$ cat src/rvPkg.sv
package rvPkg;

  localparam int memWords  = 256;
  localparam int addrWidth = 10;

  // Write-back source select
  localparam logic [1:0] wbAlu = 2'd0;
  localparam logic [1:0] wbMem = 2'd1;
  localparam logic [1:0] wbPc4 = 2'd2;

  typedef struct packed {
    logic                 psel;
    logic                 penable;
    logic                 pwrite;
    logic [addrWidth-1:0] paddr;
    logic [31:0]          pwdata;
  } apbReq_t;

  typedef struct packed {
    logic [31:0] prdata;
    logic        pready;
  } apbRsp_t;

  typedef enum logic [2:0] {
    aluAdd,
    aluSub,
    aluAnd,
    aluOr,
    aluSlt,
    aluEq,
    aluNe
  } aluOp_t;

  typedef enum logic [6:0] {
    opOp     = 7'b0110011,
    opOpImm  = 7'b0010011,
    opLoad   = 7'b0000011,
    opStore  = 7'b0100011,
    opBranch = 7'b1100011,
    opJal    = 7'b1101111,
    opSystem = 7'b1110011
  } opcode_t;

  typedef struct packed {
    logic        regWrite;
    logic        aluASrc;
    logic        aluBSrc;
    logic        memRead;
    logic        memWrite;
    logic        branch;
    logic        jump;
    aluOp_t      aluOp;
    logic [1:0]  wbSel;
    logic        ebreak;
    logic [31:0] imm;
  } ctrl_t;

endpackage

$ cat src/apbArbiter.sv
`timescale 1ns/1ps

module apbArbiter (
  input  logic           clk,
  input  logic           rstN,
  input  rvPkg::apbReq_t coreReq,
  input  rvPkg::apbReq_t dbgReq,
  output rvPkg::apbRsp_t coreRsp,
  output rvPkg::apbRsp_t dbgRsp,
  output rvPkg::apbReq_t memReq,
  input  rvPkg::apbRsp_t memRsp
);

  logic busy;
  logic ownerDbg;
  logic lastDbg;
  logic grantDbg;
  logic dbgSel;
  logic xferDone;

  // Round robin, core wins a tie when debug had the last grant
  assign grantDbg = dbgReq.psel && (!coreReq.psel || !lastDbg);
  assign dbgSel   = busy ? ownerDbg : grantDbg;

  // Slave sees a setup cycle first even if the owner already waits in access
  always_comb begin
    memReq         = dbgSel ? dbgReq : coreReq;
    memReq.penable = memReq.penable && busy;
  end

  assign xferDone = busy && memReq.psel && memReq.penable && memRsp.pready;

  always_ff @(posedge clk) begin
    if (!rstN) begin
      busy     <= 1'b0;
      ownerDbg <= 1'b0;
      lastDbg  <= 1'b0;
    end else if (!busy && (coreReq.psel || dbgReq.psel)) begin
      busy     <= 1'b1;
      ownerDbg <= grantDbg;
      lastDbg  <= grantDbg;
    end else if (xferDone) begin
      busy <= 1'b0;
    end
  end

  always_comb begin
    coreRsp.prdata = memRsp.prdata;
    coreRsp.pready = memRsp.pready && busy && !ownerDbg;
    dbgRsp.prdata  = memRsp.prdata;
    dbgRsp.pready  = memRsp.pready && busy && ownerDbg;
  end

endmodule

$ cat config.mk
export PLATFORM = sky130hd
export DESIGN_NAME = apbArbiter
export DESIGN_NICKNAME = d
export VERILOG_FILES = /design/src/rvPkg.sv /design/src/apbArbiter.sv
export SDC_FILE = /design/constraint.sdc
export NUM_CORES = 1
export LEC_CHECK = 0
export ABC_AREA = 1
export BUFFER_PORTS_ARGS = -buffer_cell sky130_fd_sc_hd__buf_2
export CAP_MARGIN = 10
export CELL_PAD_IN_SITES_DETAIL_PLACEMENT = 0
export CELL_PAD_IN_SITES_GLOBAL_PLACEMENT = 1
export CORE_ASPECT_RATIO = 0.5
export CORE_MARGIN = 1.5
export CORE_UTILIZATION = 13
export CTS_BUF_LIST = sky130_fd_sc_hd__clkbuf_8 sky130_fd_sc_hd__clkbuf_16
export DETAILED_ROUTE_END_ITERATION = 7
export GPL_ROUTABILITY_DRIVEN = 0
export GPL_TIMING_DRIVEN = 0
export PLACE_DENSITY_LB_ADDON = 0.3
export SYNTH_ARGS = -nofsm -noshare
export SYNTH_HDL_FRONTEND = slang
export SYNTH_SLANG_ARGS = --single-unit
$ cat constraint.sdc
create_clock -name clk -period 1.15 [get_ports clk]
set_input_delay 0.0575 -clock clk [delete_from_list [all_inputs] [get_ports clk]]
set_output_delay 0.0575 -clock clk [all_outputs]
set_load 0.05 [all_outputs]
==> results.sh <==
export IMPL_status="complete, but fails checks"
export IMPL_violations="negative setup slack"
export IMPL_clk_insertion_delay_late_ps=220
export IMPL_holdPathEnd="lastDbg$_SDFFE_PN0P_"
export IMPL_path_cells="nand2_4 > nand3_4 > nand2_8 > buf_12 > buf_12 > nand2_2 > nand2_4 > buf_8"
export IMPL_die_area_um2=9850
export IMPL_r2r_end="busy$_SDFFE_PN0P_"
export IMPL_grt_pass1_wl_um=8780
export IMPL_final_area_um2=3700
export IMPL_grt_max_degree=11
export IMPL_grt_pass1_vias=2043
export IMPL_io_buffers=203
export IMPL_cts_sinks=2
export IMPL_start_util=0.136
export IMPL_drive_above_1_share=0.926
export IMPL_ys_ff_latch=2
export IMPL_drtIter0Drc=25
export IMPL_syn_avg_cell_area_um2=5.22
export IMPL_syn2layout_area_growth_pct=209
export IMPL_cp_slowest_cell="dfxtp_4"
export IMPL_crit_path_max_incr_delay_ps=360
export IMPL_crit_arrival_ps=1380
export IMPL_syn_num_nets=355
export IMPL_final_setup_skew_ps=3.18
export IMPL_final_net_count=575
export IMPL_fmax_mhz=697
export IMPL_multi_input_area_um2=1180
export IMPL_synth_cells=230
export IMPL_hold_viol=0
export IMPL_min_period_ps=1440
export IMPL_maxSlewHeadroom=0.832
export IMPL_fill_cells=889
export IMPL_finalCritPeriodShare=1.25
export IMPL_grt_overflow=0
export IMPL_drv_cap=0
export IMPL_post_dp_hpwl_um=4680
export IMPL_finalWirelength_um=5780
export IMPL_hold_path_startpoint="rstN"
export IMPL_setup_violations=46
export IMPL_io_pins=236
export IMPL_via_per_inst=3.67
export IMPL_final_cell_mix="buf_2, buf_4, nand2_2"
export IMPL_ys_types=18
export IMPL_rrSetupSlack_ps=-120
export IMPL_r2r_start="lastDbg$_SDFFE_PN0P_"
export IMPL_clk_pin_slew_worst_paths_ps=30
export IMPL_cts_buffer_depth=2
export IMPL_p_leak_nw=2.07
export IMPL_track_usage=0.106
export IMPL_n_antenna_cell=0
export IMPL_drt_first_pass_iters=4
export IMPL_crit_fanout=10
export IMPL_seqCellArea_um2=47.5
export IMPL_cts_root_buf="clkbuf_16"
export IMPL_timing_final_ws_setup_ps=-285
export IMPL_seq_area_frac_synth=0.0334
export IMPL_hp_class="in2reg"
export IMPL_irDropWorstVdd_mv=0.451
export IMPL_yosysWarnings=0
export IMPL_cp_required_ps=1090
export IMPL_final_common_cell="buf_2"
export IMPL_hold_depth=3
export IMPL_syn_area_um2=1200
export IMPL_powerDensity_nw_per_um2=1020
export IMPL_antenna_found_initial=0
export IMPL_core_um2=8830
export IMPL_cts_htree_levels=1
export IMPL_antenna_left=0
export IMPL_r2r_cells=9
export IMPL_dp_cells=550
export IMPL_end_kind="output pin"
export IMPL_cp_start_kind="flop"
export IMPL_placed_area_um2=2670
export IMPL_route_detailed_drc=0
export IMPL_cts_buffers=3
export IMPL_dr_total_vias=2071
export IMPL_die_height_um=70.9
export IMPL_ctsHoldBuffers=0
export IMPL_crit_type="reg2out"
export IMPL_worst_slew_pin_slew_ps=254
export IMPL_instances_no_fill=565
export IMPL_rsz0062_at_grt="true"
export IMPL_finalMaxSlewViolations=0
export IMPL_rows=24
export IMPL_cts_tree="built"
export IMPL_dieWidth_um=139
export IMPL_wl_per_cell_um=10.2
export IMPL_crit_start="lastDbg$_SDFFE_PN0P_"
[per-stage QoR]
step | total power [mW] | worst slack [ps] | TNS (ps) | hold WS [ps] | utilization
floorplan | 1.93 | 0.00877 | 0 | 183 | -
global route | 3.92 | -339 | -14410 | 87.8 | 0.419
global placement | 2.43 | -353 | -12550 | 295 | 0.303
CTS | 3.62 | -313 | -12430 | 86.3 | 0.392
detailed placement | 2.43 | -354 | -12290 | 309 | 0.303
finish | 3.76 | -285 | -11890 | 82.5 | 0.419
[power breakdown]
part	internal, mW	total, mW	switching (mW)
sequential	0.0762	0.0868	0.0106
combinational	1.26	3.16	1.90
clock	0.442	0.520	0.0780
[flip-flops by register name, indices dropped and copies added (netlist names)]
signal	flops
busy	1
lastDbg	1
[cell usage after synthesis]
| library cell | number | area [µm²] |
|---|---|---|
| nor3_1 | 1 | 5.00 |
| nand3_1 | 3 | 15.0 |
| o21ai_0 | 2 | 10.0 |
| inv_4 | 1 | 6.26 |
| nor2_1 | 4 | 15.0 |
| buf_2 | 4 | 20.0 |
| inv_2 | 1 | 3.75 |
| dfxtp_1 | 2 | 40.0 |
| nand3_2 | 1 | 10.0 |
| nand3b_1 | 1 | 7.51 |
| buf_6 | 2 | 22.5 |
| nand2_1 | 132 | 495 |
| nand2_4 | 1 | 11.3 |
| inv_1 | 6 | 22.5 |
| buf_4 | 66 | 495 |
| o21a_1 | 1 | 7.51 |
| and2_1 | 1 | 6.26 |
| nand2_2 | 1 | 6.26 |
[worst max-delay path: cells and delay by family, from the launching register on]
| kind | cells | cell delay [ps] |
|---|---|---|
| buffers and inverters | 3 | 420 |
| DFF | 1 | 360 |
| and+or+nand+nor | 5 | 380 |
[kinds of logic (layout without fill, tap and decap cells)]
family	Yosys count	count (layout)	synth area share
compound gates	3	3	0.0146
simple gates	145	145	0.477
flops	2	2	0.0334
buf+inv	80	298	0.475
[routing by layer]
layer  global-route usage  wire, µm  vias up
met4               0.0313       125        0
met1               0.0961      1710      907
met2                0.243      3530       93
li1                     -         -     1061
met3               0.0149       408       10
met5                    0         0        -
[worst max path at each step]
| stage | end | slack, ps |
|---|---|---|
| after floorplan | coreRsp[0] | 0.009 |
| after global routing | memReq[8] | -340 |
| final | memReq[8] | -290 |
| after detailed placement | memReq[34] | -350 |
| after global placement | memReq[34] | -350 |
| after CTS | memReq[6] | -310 |
[layout make-up]
cell class / instances / share of cell area
repair buffers: 215 / 0.431
multi-input cells: 148 / 0.319
plain buffers: 72 / 0.166
well taps: 117 / 0.0395
clock buffers: 3 / 0.0203
flip-flops and latches: 2 / 0.0128
inverters: 8 / 0.0122
[repair_timing]
action                                  CTS  global route
endpoints found under the setup margin   47            47
buffers inserted                          8             2
cloned                                    2             0
resized for setup                       185            74
pin swaps                                 5             4
Power figures use the tool's default switching activity.
