===== src/rvPkg.sv =====
package rvPkg;

  localparam int memWords  = 256;
  localparam int addrWidth = 10;

  // Write-back source select
  localparam logic [1:0] wbAlu = 2'd0;
  localparam logic [1:0] wbMem = 2'd1;
  localparam logic [1:0] wbPc4 = 2'd2;

  typedef struct packed {
    logic                 psel;
    logic                 penable;
    logic                 pwrite;
    logic [addrWidth-1:0] paddr;
    logic [31:0]          pwdata;
  } apbReq_t;

  typedef struct packed {
    logic [31:0] prdata;
    logic        pready;
  } apbRsp_t;

  typedef enum logic [2:0] {
    aluAdd,
    aluSub,
    aluAnd,
    aluOr,
    aluSlt,
    aluEq,
    aluNe
  } aluOp_t;

  typedef enum logic [6:0] {
    opOp     = 7'b0110011,
    opOpImm  = 7'b0010011,
    opLoad   = 7'b0000011,
    opStore  = 7'b0100011,
    opBranch = 7'b1100011,
    opJal    = 7'b1101111,
    opSystem = 7'b1110011
  } opcode_t;

  typedef struct packed {
    logic        regWrite;
    logic        aluASrc;
    logic        aluBSrc;
    logic        memRead;
    logic        memWrite;
    logic        branch;
    logic        jump;
    aluOp_t      aluOp;
    logic [1:0]  wbSel;
    logic        ebreak;
    logic [31:0] imm;
  } ctrl_t;

endpackage


===== src/debugPort.sv =====
`timescale 1ns/1ps

module debugPort (
  input  logic                       clk,
  input  logic                       rstN,
  input  logic                       dbgValid,
  input  logic                       dbgWrite,
  input  logic [rvPkg::addrWidth-1:0] dbgAddr,
  input  logic [31:0]                dbgWdata,
  output logic                       dbgBusy,
  output logic                       dbgDone,
  output logic [31:0]                dbgRdata,
  output logic [27:0]                hexSeg,
  output rvPkg::apbReq_t             apbReq,
  input  rvPkg::apbRsp_t             apbRsp
);

  typedef enum logic [1:0] {dIdle, dSetup, dAccess} state_t;

  state_t                    state;
  logic [rvPkg::addrWidth-1:0] addrQ;
  logic                      writeQ;
  logic [31:0]               wdataQ;
  logic [31:0]               rdataQ;

  // Active low, segment a in bit 0
  function automatic logic [6:0] segOf(input logic [3:0] nib);
    case (nib)
      4'h0: segOf = 7'b1000000;
      4'h1: segOf = 7'b1111001;
      4'h2: segOf = 7'b0100100;
      4'h3: segOf = 7'b0110000;
      4'h4: segOf = 7'b0011001;
      4'h5: segOf = 7'b0010010;
      4'h6: segOf = 7'b0000010;
      4'h7: segOf = 7'b1111000;
      4'h8: segOf = 7'b0000000;
      4'h9: segOf = 7'b0010000;
      4'hA: segOf = 7'b0001000;
      4'hB: segOf = 7'b0000011;
      4'hC: segOf = 7'b1000110;
      4'hD: segOf = 7'b0100001;
      4'hE: segOf = 7'b0000110;
      default: segOf = 7'b0001110;
    endcase
  endfunction

  always_ff @(posedge clk) begin
    if (!rstN) begin
      state  <= dIdle;
      rdataQ <= '0;
    end else begin
      case (state)
        dIdle:  if (dbgValid) state <= dSetup;
        dSetup: state <= dAccess;
        dAccess: begin
          if (apbRsp.pready) begin
            state <= dIdle;
            if (!writeQ) rdataQ <= apbRsp.prdata;
          end
        end
        default: state <= dIdle;
      endcase
    end
  end

  always_ff @(posedge clk) begin
    if ((state == dIdle) && dbgValid) begin
      addrQ  <= dbgAddr;
      writeQ <= dbgWrite;
      wdataQ <= dbgWdata;
    end
  end

  always_comb begin
    apbReq         = '0;
    apbReq.psel    = (state != dIdle);
    apbReq.penable = (state == dAccess);
    apbReq.pwrite  = writeQ;
    apbReq.paddr   = addrQ;
    apbReq.pwdata  = wdataQ;
  end

  assign dbgBusy  = (state != dIdle);
  assign dbgDone  = (state == dAccess) && apbRsp.pready;
  // Fresh read data shows in the completing cycle
  assign dbgRdata = (dbgDone && !writeQ) ? apbRsp.prdata : rdataQ;

  always_comb begin
    for (int i = 0; i < 4; i++) begin
      hexSeg[7*i +: 7] = segOf(dbgRdata[4*i +: 4]);
    end
  end

endmodule


===== config.mk =====
export PLATFORM = sky130hd
export DESIGN_NAME = debugPort
export DESIGN_NICKNAME = d
export VERILOG_FILES = /design/src/rvPkg.sv /design/src/debugPort.sv
export SDC_FILE = /design/constraint.sdc
export NUM_CORES = 1
export LEC_CHECK = 0
export BUFFER_PORTS_ARGS = -buffer_cell sky130_fd_sc_hd__buf_2
export CAP_MARGIN = 25
export CORE_UTILIZATION = 40
export CTS_CLUSTER_SIZE = 40
export DETAILED_ROUTE_END_ITERATION = 7
export MAX_ROUTING_LAYER = met4
export PLACE_DENSITY_LB_ADDON = 0.12
export SKIP_LAST_GASP = 1
export SLEW_MARGIN = 25
export SYNTH_ARGS = -nofsm -noshare
export SYNTH_HDL_FRONTEND = slang
export SYNTH_SLANG_ARGS = --single-unit

===== constraint.sdc =====
create_clock -name clk -period 3.87 [get_ports clk]
set_input_delay 0.5805 -clock clk [delete_from_list [all_inputs] [get_ports clk]]
set_output_delay 0.5805 -clock clk [all_outputs]
set_load 0.005 [all_outputs]

==> out/metrics.cfg <==
[status]
status = complete, no violations

[detailed_routing]
num_vias = 3585
drt-total-wl_mm = 9.84
ant_nets = 0
firstDrtPassIters = 4
drc = 0
via_per_inst = 4.99
drt-initial-drc-count = 119
wl_per_cell_um = 13.7

[sta]
clock.fmax_mhz = 283
max-slew-margin-rel = 0.597
rsz0062_at_grt = no
period_minus_slack_ns = 3.54
setup_viol = 0
hold_ws_ns = 0.388
tns_ns = 0
timing.final.crit_share = 0.914
tightest_slew_ns = 0.588
slew_violations = 0
clock-skew-final_ns = 0.0124
finalHoldViolations = 0

[yosys]
netlist.area_leader.share = 0.321
synth-xor-area-share = 0.00870
synthAdderAreaFrac = 0.0622
ys.flop_type = edfxtp_1
synth_mux_area_frac = 0.0665
synth_top_cell_by_area = edfxtp_1
synth_fp_nets = 498
synthTopCellsByCount = nand2_1 (75), edfxtp_1 (43), dfxtp_1 (34)
synth_area_mm2 = 0.00403
synth_compound_area_frac = 0.0967
synth-seq-area-share = 0.490
synth_top_family_by_area = simple AND/OR/NAND/NOR gates
syn_avg_cell_area_um2 = 10.1
synth.most_common_cell = nand2_1
synth_simple_gate_area_share = 0.230
ys.warnings.count = 0
ys_ff_latch = 77
synth.area.top_cells = edfxtp_1 (32%), dfxtp_1 (17%), nand2_1 (7.0%)
synth_cell_types = 51
syn-instance-count = 399
async_flop_share = 0
synth_edf_count = 43

[finish]
nNetsFinal = 679
ff_latch_area_mm2 = 0.00197
num_antenna_cells = 0
drive_gt1_frac = 0.383
fillCellCount = 912
multi_input_area_mm2 = 0.00188
synthToLayoutAreaGrowth_pct = 30.5
final_util = 0.537

[clock_network]
cts_root_buffer = clkbuf_8
hold_buffers = 0
clk_pin_slew_worst_paths_ns = 0.09
cts_resized = 0
cts.sinks = 77
tritoncts = yes
post_cts_buffers = 0
htreeDepth = 3
cts_made_buffers = 9
clock_latency_ns = 0.36
cts_buffer_depth = 2

[worst_setup_path]
critPathMaxFanout = 13
crit_required_ns = 3.29
path_class = flop to output port
cp-start-kind = flop
critPathArrivalTime_ns = 2.95
r2r-end = rdataQ[14]
reg2reg_from = writeQ
end_kind = output port
r2r_cells = 5
rrSetupSlack_ns = 1.55

[global_routing]
overflow = 0
globalRouteTotalUtil = 0.182
antenna_found_initial = 0
grt_pass1_wl_mm = 14.4
grt_max_degree = 40
grt_pass1_vias = 2981

[placement]
place_congestion = 0.919
dp_hpwl_mm = 7.14
portBuffers = 185

[floorplan]
core_mm2 = 0.00977
pin_count = 186
die_w_um = 102
die_h_um = 102
die_area_mm2 = 0.0105
core.rowCount = 36
start_util = 0.412

[worst_hold_path]
hold_path.class = primary input to flop
holdPathStages = 1
hold_start = dbgWdata[29]
hold_end = wdataQ[29]

[pwr]
cellLeakagePower_nw = 2.54
vdd_drop_max_mv = 0.157
p_per_area_mw_per_mm2 = 320

[job]
maxCapViolCount = 0

## final cells by class
cell class              count  area share
flip-flops and latches     77       0.375
multi-input cells         283       0.358
repair buffers            190       0.187
well taps                 133      0.0317
clock buffers               9      0.0236
inverters                  19      0.0136
clock inverters             7      0.0107
## where the power goes
part / total, W / internal [W] / switching, W
clock: 0.000566 / 0.000242 / 0.000325
combinational: 0.000201 / 0.0000972 / 0.000104
sequential: 0.000915 / 0.000905 / 0.0000108
## per-layer routing
layer | vias up | GRT usage | part of all wire | wire length, µm
met5 | - | - | 0 | 0
met4 | 0 | 0.0703 | 0.0097 | 95
met3 | 14 | 0.0465 | 0.083 | 814
met2 | 161 | 0.288 | 0.48 | 4740
met1 | 1646 | 0.222 | 0.43 | 4190
li1 | 1764 | - | - | -
## layout by cell type (no fill, tap or decap), types with 5 or more instances in the layout
cell      instances
a21oi_1           8
a31oi_1           5
and2_1           28
buf_2           185
clkbuf_8          9
dfxtp_1          34
edfxtp_1         43
ha_1             20
inv_1            15
mux2i_1          12
nand2_1          75
nand3_1           6
nor2_1           19
nor2b_1          12
nor3_1            9
nor3b_1           9
nor4b_1           9
o21ai_0          12
o22ai_1           5
o31ai_1           5
## critical path, cell delays in order, from the launching register on
cell	delay, ns
edfxtp_1	0.40
and4bb_2	0.61
mux2i_1	0.56
inv_1	0.14
ha_1	0.30
nor4b_1	0.37
nor4b_1	0.10
buf_2	0.14
## how the worst max path moves through the flow
stage	cells past startpoint	slack, ns	end	start
final	7	0.33	hexSeg[7]	writeQ
after global routing	9	0.09	hexSeg[7]	writeQ
after CTS	7	0.28	hexSeg[7]	writeQ
after detailed placement	8	0.46	hexSeg[7]	apbRsp[0]
after global placement	8	0.50	hexSeg[7]	apbRsp[0]
after floorplan	2	0.94	addrQ[0]	state[1]
## registers in the layout, indices dropped and copies added, names as in the netlist
register / cells
wdataQ: 32
writeQ: 1
state: 2
rdataQ: 32
addrQ: 10
## per-stage QoR
step / total power, W / worst slack (ns) / cells / area (µm²)
after floorplan: 0.00102 / 0.936 / 399 / 4030
after global placement: 0.00113 / 0.498 / 701 / 5040
after detailed placement: 0.00114 / 0.459 / 702 / 5070
after CTS: 0.00171 / 0.277 / 718 / 5250
after global routing: 0.00176 / 0.0899 / 718 / 5250
final: 0.00168 / 0.335 / 718 / 5250
## logic make-up after synthesis
group,Yosys count
multiplexers,21
AO/OA/AOI/OAI,57
adder cells (fa/ha/maj),20
flip-flops,77
XOR/XNOR,4
buffers and inverters,39
AND/OR/NAND/NOR,181
Note: power is estimated with default switching activity, not from simulation.
