===== src/rvPkg.sv =====
package rvPkg;

  localparam int memWords  = 256;
  localparam int addrWidth = 10;

  // Write-back source select
  localparam logic [1:0] wbAlu = 2'd0;
  localparam logic [1:0] wbMem = 2'd1;
  localparam logic [1:0] wbPc4 = 2'd2;

  typedef struct packed {
    logic                 psel;
    logic                 penable;
    logic                 pwrite;
    logic [addrWidth-1:0] paddr;
    logic [31:0]          pwdata;
  } apbReq_t;

  typedef struct packed {
    logic [31:0] prdata;
    logic        pready;
  } apbRsp_t;

  typedef enum logic [2:0] {
    aluAdd,
    aluSub,
    aluAnd,
    aluOr,
    aluSlt,
    aluEq,
    aluNe
  } aluOp_t;

  typedef enum logic [6:0] {
    opOp     = 7'b0110011,
    opOpImm  = 7'b0010011,
    opLoad   = 7'b0000011,
    opStore  = 7'b0100011,
    opBranch = 7'b1100011,
    opJal    = 7'b1101111,
    opSystem = 7'b1110011
  } opcode_t;

  typedef struct packed {
    logic        regWrite;
    logic        aluASrc;
    logic        aluBSrc;
    logic        memRead;
    logic        memWrite;
    logic        branch;
    logic        jump;
    aluOp_t      aluOp;
    logic [1:0]  wbSel;
    logic        ebreak;
    logic [31:0] imm;
  } ctrl_t;

endpackage


===== src/alu.sv =====
`timescale 1ns/1ps

module alu (
  input  logic [31:0]   a,
  input  logic [31:0]   b,
  input  rvPkg::aluOp_t op,
  output logic [31:0]   result
);

  always_comb begin
    case (op)
      rvPkg::aluAdd: result = a + b;
      rvPkg::aluSub: result = a - b;
      rvPkg::aluAnd: result = a & b;
      rvPkg::aluOr:  result = a | b;
      rvPkg::aluSlt: result = {31'b0, $signed(a) < $signed(b)};
      // Compare results drive the branch decision
      rvPkg::aluEq:  result = {31'b0, a == b};
      rvPkg::aluNe:  result = {31'b0, a != b};
      default:       result = '0;
    endcase
  end

endmodule


===== src/controlUnit.sv =====
`timescale 1ns/1ps

module controlUnit (
  input  logic [31:0]  instr,
  output rvPkg::ctrl_t ctrl
);

  logic [2:0]  funct3;
  logic [6:0]  funct7;
  logic [31:0] iImm;
  logic [31:0] sImm;
  logic [31:0] bImm;
  logic [31:0] jImm;

  assign funct3 = instr[14:12];
  assign funct7 = instr[31:25];

  assign iImm = {{20{instr[31]}}, instr[31:20]};
  assign sImm = {{20{instr[31]}}, instr[31:25], instr[11:7]};
  assign bImm = {{19{instr[31]}}, instr[31], instr[7], instr[30:25], instr[11:8], 1'b0};
  assign jImm = {{11{instr[31]}}, instr[31], instr[19:12], instr[20], instr[30:21], 1'b0};

  always_comb begin
    // Unknown encodings fall through as a no-op
    ctrl       = '0;
    ctrl.aluOp = rvPkg::aluAdd;
    ctrl.wbSel = rvPkg::wbAlu;
    case (rvPkg::opcode_t'(instr[6:0]))
      rvPkg::opOp: begin
        ctrl.regWrite = 1'b1;
        case (funct3)
          3'b000:  ctrl.aluOp = funct7[5] ? rvPkg::aluSub : rvPkg::aluAdd;
          3'b010:  ctrl.aluOp = rvPkg::aluSlt;
          3'b110:  ctrl.aluOp = rvPkg::aluOr;
          3'b111:  ctrl.aluOp = rvPkg::aluAnd;
          default: ctrl.regWrite = 1'b0;
        endcase
      end
      rvPkg::opOpImm: begin
        ctrl.regWrite = (funct3 == 3'b000);
        ctrl.aluBSrc  = 1'b1;
        ctrl.imm      = iImm;
      end
      rvPkg::opLoad: begin
        ctrl.regWrite = (funct3 == 3'b010);
        ctrl.memRead  = (funct3 == 3'b010);
        ctrl.aluBSrc  = 1'b1;
        ctrl.wbSel    = rvPkg::wbMem;
        ctrl.imm      = iImm;
      end
      rvPkg::opStore: begin
        ctrl.memWrite = (funct3 == 3'b010);
        ctrl.aluBSrc  = 1'b1;
        ctrl.imm      = sImm;
      end
      rvPkg::opBranch: begin
        ctrl.branch = (funct3 == 3'b000) || (funct3 == 3'b001);
        ctrl.aluOp  = funct3[0] ? rvPkg::aluNe : rvPkg::aluEq;
        ctrl.imm    = bImm;
      end
      rvPkg::opJal: begin
        ctrl.regWrite = 1'b1;
        ctrl.jump     = 1'b1;
        ctrl.aluASrc  = 1'b1;
        ctrl.aluBSrc  = 1'b1;
        ctrl.wbSel    = rvPkg::wbPc4;
        ctrl.imm      = jImm;
      end
      rvPkg::opSystem: ctrl.ebreak = (instr[31:7] == 25'h0002000);
      default: ctrl.regWrite = 1'b0;
    endcase
  end

endmodule


===== src/cpuCore.sv =====
`timescale 1ns/1ps

module cpuCore (
  input  logic           clk,
  input  logic           rstN,
  input  logic           run,
  output rvPkg::apbReq_t apbReq,
  input  rvPkg::apbRsp_t apbRsp,
  output logic           halted,
  output logic [31:0]    pc
);

  typedef enum logic [1:0] {sFetch, sExec, sMem, sHalt} state_t;

  state_t       state;
  logic [31:0]  pcQ;
  logic [31:0]  instrQ;
  logic         access;
  rvPkg::ctrl_t ctrl;
  logic [31:0]  rd1;
  logic [31:0]  rd2;
  logic [31:0]  aluA;
  logic [31:0]  aluB;
  logic [31:0]  aluResult;
  logic [31:0]  pcPlus4;
  logic [31:0]  target;
  logic         takeBranch;
  logic         xferDone;
  logic         wrEn;
  logic [31:0]  wrData;

  controlUnit uCtrl (.instr(instrQ), .ctrl(ctrl));

  registerUnit uRegs (
    .clk(clk), .rstN(rstN),
    .rs1(instrQ[19:15]), .rs2(instrQ[24:20]), .rd(instrQ[11:7]),
    .wrData(wrData), .wrEn(wrEn),
    .rd1(rd1), .rd2(rd2)
  );

  assign aluA = ctrl.aluASrc ? pcQ : rd1;
  assign aluB = ctrl.aluBSrc ? ctrl.imm : rd2;

  alu uAlu (.a(aluA), .b(aluB), .op(ctrl.aluOp), .result(aluResult));

  // Separate target adder, ALU only decides taken or not
  assign pcPlus4    = pcQ + 32'd4;
  assign target     = pcQ + ctrl.imm;
  assign takeBranch = ctrl.jump || (ctrl.branch && aluResult[0]);

  always_comb begin
    apbReq = '0;
    if (state == sFetch) begin
      apbReq.psel  = run || access;
      apbReq.paddr = pcQ[rvPkg::addrWidth-1:0];
    end else if (state == sMem) begin
      apbReq.psel   = run || access;
      apbReq.pwrite = ctrl.memWrite;
      apbReq.paddr  = aluResult[rvPkg::addrWidth-1:0];
      apbReq.pwdata = rd2;
    end
    apbReq.penable = access;
  end

  assign xferDone = apbReq.psel && apbReq.penable && apbRsp.pready;

  assign wrEn = ((state == sExec) && ctrl.regWrite && !ctrl.memRead) ||
                ((state == sMem) && ctrl.memRead && xferDone);

  always_comb begin
    case (ctrl.wbSel)
      rvPkg::wbMem: wrData = apbRsp.prdata;
      rvPkg::wbPc4: wrData = pcPlus4;
      default:      wrData = aluResult;
    endcase
  end

  always_ff @(posedge clk) begin
    if (!rstN) begin
      state  <= sFetch;
      pcQ    <= '0;
      access <= 1'b0;
    end else begin
      if (apbReq.psel && !apbReq.penable) begin
        access <= 1'b1;
      end else if (xferDone) begin
        access <= 1'b0;
      end
      case (state)
        sFetch: if (xferDone) state <= sExec;
        sExec: begin
          if (ctrl.ebreak) begin
            state <= sHalt;
          end else if (ctrl.memRead || ctrl.memWrite) begin
            state <= sMem;
          end else begin
            pcQ   <= takeBranch ? target : pcPlus4;
            state <= sFetch;
          end
        end
        sMem: begin
          if (xferDone) begin
            pcQ   <= pcPlus4;
            state <= sFetch;
          end
        end
        default: state <= sHalt;
      endcase
    end
  end

  always_ff @(posedge clk) begin
    if ((state == sFetch) && xferDone) begin
      instrQ <= apbRsp.prdata;
    end
  end

  assign halted = (state == sHalt);
  assign pc     = pcQ;

endmodule


===== src/registerUnit.sv =====
`timescale 1ns/1ps

module registerUnit (
  input  logic        clk,
  input  logic        rstN,
  input  logic [4:0]  rs1,
  input  logic [4:0]  rs2,
  input  logic [4:0]  rd,
  input  logic [31:0] wrData,
  input  logic        wrEn,
  output logic [31:0] rd1,
  output logic [31:0] rd2
);

  logic [31:0] regs [32];

  always_ff @(posedge clk) begin
    if (!rstN) begin
      for (int i = 0; i < 32; i++) begin
        regs[i] <= '0;
      end
    end else if (wrEn && (rd != 5'd0)) begin
      regs[rd] <= wrData;
    end
  end

  assign rd1 = regs[rs1];
  assign rd2 = regs[rs2];

endmodule


===== config.mk =====
export PLATFORM = sky130hd
export DESIGN_NAME = cpuCore
export DESIGN_NICKNAME = d
export VERILOG_FILES = /design/src/rvPkg.sv /design/src/alu.sv /design/src/controlUnit.sv /design/src/cpuCore.sv /design/src/registerUnit.sv
export SDC_FILE = /design/constraint.sdc
export NUM_CORES = 2
export LEC_CHECK = 0
export BUFFER_PORTS_ARGS = -buffer_cell sky130_fd_sc_hd__buf_4
export CORE_UTILIZATION = 45
export DETAILED_ROUTE_END_ITERATION = 16
export PLACE_DENSITY = 0.58
export RECOVER_POWER = 100
export SYNTH_ARGS = -nofsm -noshare
export SYNTH_HDL_FRONTEND = slang
export SYNTH_SLANG_ARGS = --single-unit
export TNS_END_PERCENT = 1

===== constraint.sdc =====
create_clock -name clk -period 11.93 [get_ports clk]
set_clock_uncertainty 0.2 [all_clocks]
set_input_delay 1.7895 -clock clk [delete_from_list [all_inputs] [get_ports clk]]
set_output_delay 1.7895 -clock clk [all_outputs]
set_load 0.02 [all_outputs]

==> results by group <==
CTS
  • Reg clk slew, reported paths: 0.06 ns
  • Post-CTS sizing: 0
  • Hold_buf cts: 0
  • CTS tree: done
  • Max clock buf depth: 3
  • Worst-Skew Late Latency: 0.78 ns
  • CTS sink count: 1101
  • CTS Buf Count: 118
  • CTS H-tree lvls: 3
  • # Post-CTS Setup Buffers: 0
  • Clock root buffer: clkbuf_16

Critical path
  • Worst EP arrival: 10.53 ns
  • Type of origin of the critical path: flip-flop
  • Crit path kind: reg2reg
  • Register-to-register setup slack: 1.57 ns
  • Crit. End Element: flip-flop
  • CP Max Fanout: 45
  • Worst R2R Path Depth: 17
  • Critical Path RT: 12.10 ns
  • Crit Reg-Reg Endpoint: uRegs.regs[23][25]

Synth
  • Seq/Total Area, Yosys: 51.3%
  • Synth warn: 0
  • Top post-synthesis cells by area: edfxtp_1, mux4_2, nor2_1, ha_1, clkbuf_1
  • Largest area contributor in the netlist: edfxtp_1
  • Post-synth EDFFs: 1056
  • Ys async rst share: 0%
  • Mapped Area: 63600 um2
  • Synth Flop Type: edfxtp_1
  • Synth cell types: 91
  • Number of synthesized register bits: 1101
  • Average instance area after synthesis: 13.1 um2
  • Mapped Cells: 4860
  • Synth top area share: 49.9%

Floorplanning
  • Die H: 378 um
  • Die Area: 143000 um2
  • Die X: 378 um
  • FP Rows: 137
  • Core area: 140000 um2
  • Top Ports: 114
  • Starting Density: 45.5%

Detailed routing
  • Initial DRC Count: 7260
  • Total Routed Length: 247000 um
  • TritonRoute pass-1 iters: 6
  • Post-DR wirelength/cell: 36.6 um
  • Post-DR vias/cell: 6.83
  • Final ANT Viol Nets: 0
  • Via count: 46169
  • Post-route DRC: 0

GRT
  • Remaining global-route overflow: 0
  • Initial antenna violation count: 5
  • Pin count of the biggest net entering global routing: 125
  • GRT Overall Usage: 34.5%
  • First-pass GRT wire length: 341000 um
  • Vias in the first global route: 43887

Min path
  • Hold path start: access
  • Worst Hold Depth: 2
  • Hold endpoint: access
  • Hold Path Class: reg2reg

Placed design
  • Dpl ws: 3.90 ns
  • Dpl hpwl: 146000 um
  • Placement Cell Area: 66800 um2
  • GP Congestion: 0.999
  • Port bufs: 113

Cells and area
  • Fin nets: 4960
  • Final Util: 49.7%
  • Synth-to-Final Area Change: 9.27%
  • Share of cells above drive strength 1: 19.7%
  • Design area: 69500 um2

Status
  • Failing checks: max-capacitance violations, max-slew violations
  • Status: finished, violations left

Timing
  • Min Tclk post-route: 10.36 ns
  • Worst Tran Pin Value: 3.69 ns
  • Setup-failing EPs final: 0
  • Max_slew headroom: -146%
  • RSZ-0062 raised after global routing: false
  • Final critical-path setup slack: 1.57 ns
  • Max Fclk: 96.5 MHz
  • Post-Route Setup TNS: 0 ns
  • Hold Fails Final Rpt: 0
  • Final Cycle Share: 86.8%
  • Pins Over Slew Limit: 3088

Flow run
  • Max cap viols: 93

Pwr
  • P per Cell Area: 151 nW/um2
  • Lkg Pwr: 24.4 nW
  • Worst ir drop on vdd: 131 uV
-- sequential cells by signal, indices dropped and copies added (netlist names), named ones only --
signal and cells:
instrQ 32, state 2, pc 32, uRegs.regs 1024, access 1
-- logic make-up (layout without fill, tap and decap cells) --
kind of cell	after synthesis	count (layout)	synth area share [%]
XOR/XNOR	59	59	0.812
other	1	33	0.00590
multiplexers	726	726	24.0
adder cells (fa/ha/maj)	136	136	2.71
AND/OR/NAND/NOR	1638	1638	11.0
flip-flops	1101	1101	51.3
buffers and inverters	584	577	3.57
AO/OA/AOI/OAI	615	615	6.54
-- cell usage in the layout, fill, tap and decap left out, drive strengths merged, types with 12 or more instances in the layout --
| cell | n |
|---|---|
| a211oi | 36 |
| a21o | 71 |
| a21oi | 166 |
| a221o | 22 |
| a221oi | 28 |
| a31oi | 16 |
| and3 | 20 |
| buf | 69 |
| clkbuf | 316 |
| clkinv | 62 |
| conb | 32 |
| dfxtp | 45 |
| edfxtp | 1056 |
| ha | 133 |
| inv | 121 |
| mux2 | 13 |
| mux2i | 73 |
| mux4 | 640 |
| nand2 | 164 |
| nand2b | 22 |
| nand3 | 55 |
| nand4 | 25 |
| nor2 | 1053 |
| nor2b | 27 |
| nor3 | 196 |
| nor4 | 15 |
| o211ai | 19 |
| o21a | 24 |
| o21ai | 115 |
| o21bai | 19 |
| o22ai | 12 |
| o31ai | 14 |
| xnor2 | 40 |
| xor2 | 19 |
-- stage by stage --
step                std cells  power [mW]  hold WS, ns
floorplan                4891        6.10        0.289
global placement         6544        7.01        0.314
detailed placement       6544        7.01        0.318
CTS                      6760        10.6        0.329
global route             6761        10.8        0.372
finish                   6761        10.5        0.326
-- power by group --
group / switching [mW] / internal [mW] / total, mW
logic: 1.72 / 0.731 / 2.45
registers: 0.107 / 4.37 / 4.48
clock network: 1.63 / 1.96 / 3.59
total: 3.46 / 7.06 / 10.5
-- routing by layer --
metal  vias up  wire [um]  part of all wire [%]  track usage [%]
li1      18500          -                     -                -
met1     23786      91900                    37             46.5
met2      3277     109000                    44             51.7
met3       606      31100                    13             8.83
met4         0      15000                   6.1             18.1
met5         -          0                     0                0
-- cell type report --
| cell class | count | area, um2 |
|---|---|---|
| antenna | 1 | 2.50 |
| sequential | 1101 | 32600 |
| tap | 1876 | 2350 |
| timing repair buffer | 244 | 1290 |
| clock inverter | 75 | 633 |
| fill | 12201 | 70400 |
| multi-input combinational | 3206 | 29100 |
| inverter | 117 | 439 |
| clock buffer | 141 | 3060 |
-- worst max-delay path by stage --
stage,from,endpoint
2_1_floorplan,flip-flop,apbReq[41]
3_3_place_gp,flip-flop,apbReq[32]
3_5_place_dp,flip-flop,apbReq[32]
4_1_cts,flip-flop,apbReq[32]
5_1_grt,flip-flop,apbReq[32]
6_report,flip-flop,uRegs.regs[23][25]
-- Yosys cell counts, drive strengths merged, types with 6 or more instances --
library cell and count:
nor3b 7, dfxtp 45, ha 133, a32o 6, mux2 13, nor2 1053
xor2 19, nor4 15, a31oi 16, clkbuf 349, mux2i 73, nand3 55
a221oi 28, mux4 640, o211ai 19, or3 11, nand4 25, nor3 196
a211oi 36, edfxtp 1056, a21oi 166, o31ai 14, nand2 164, o22ai 12
inv 117, a21o 71, xnor2 40, a22o 7, a21boi 6, a221o 22
a211o 6, o21a 24, o21bai 19, nor2b 27, buf 118, o21ai 115
and4 7, and3 20, o221ai 9, and2 11, nand2b 22
-- worst max-delay path, cell delays in order, from the launching register on --
cell and delay, ns:
dfxtp_1 1.97, buf_4 0.84, mux4_2 0.41, mux4_2 0.56, mux2i_1 0.68, a21oi_1 0.21
ha_1 0.49, and2_0 0.27, o21ai_0 0.12, o31ai_1 0.91, a221oi_1 0.42, o21ba_1 0.32
o21ai_0 0.50, xnor2_1 0.18, o21ai_0 0.08, o21ai_0 0.50, clkbuf_1 1.15, nor2_1 0.08
(Power assumes the default switching activity.)
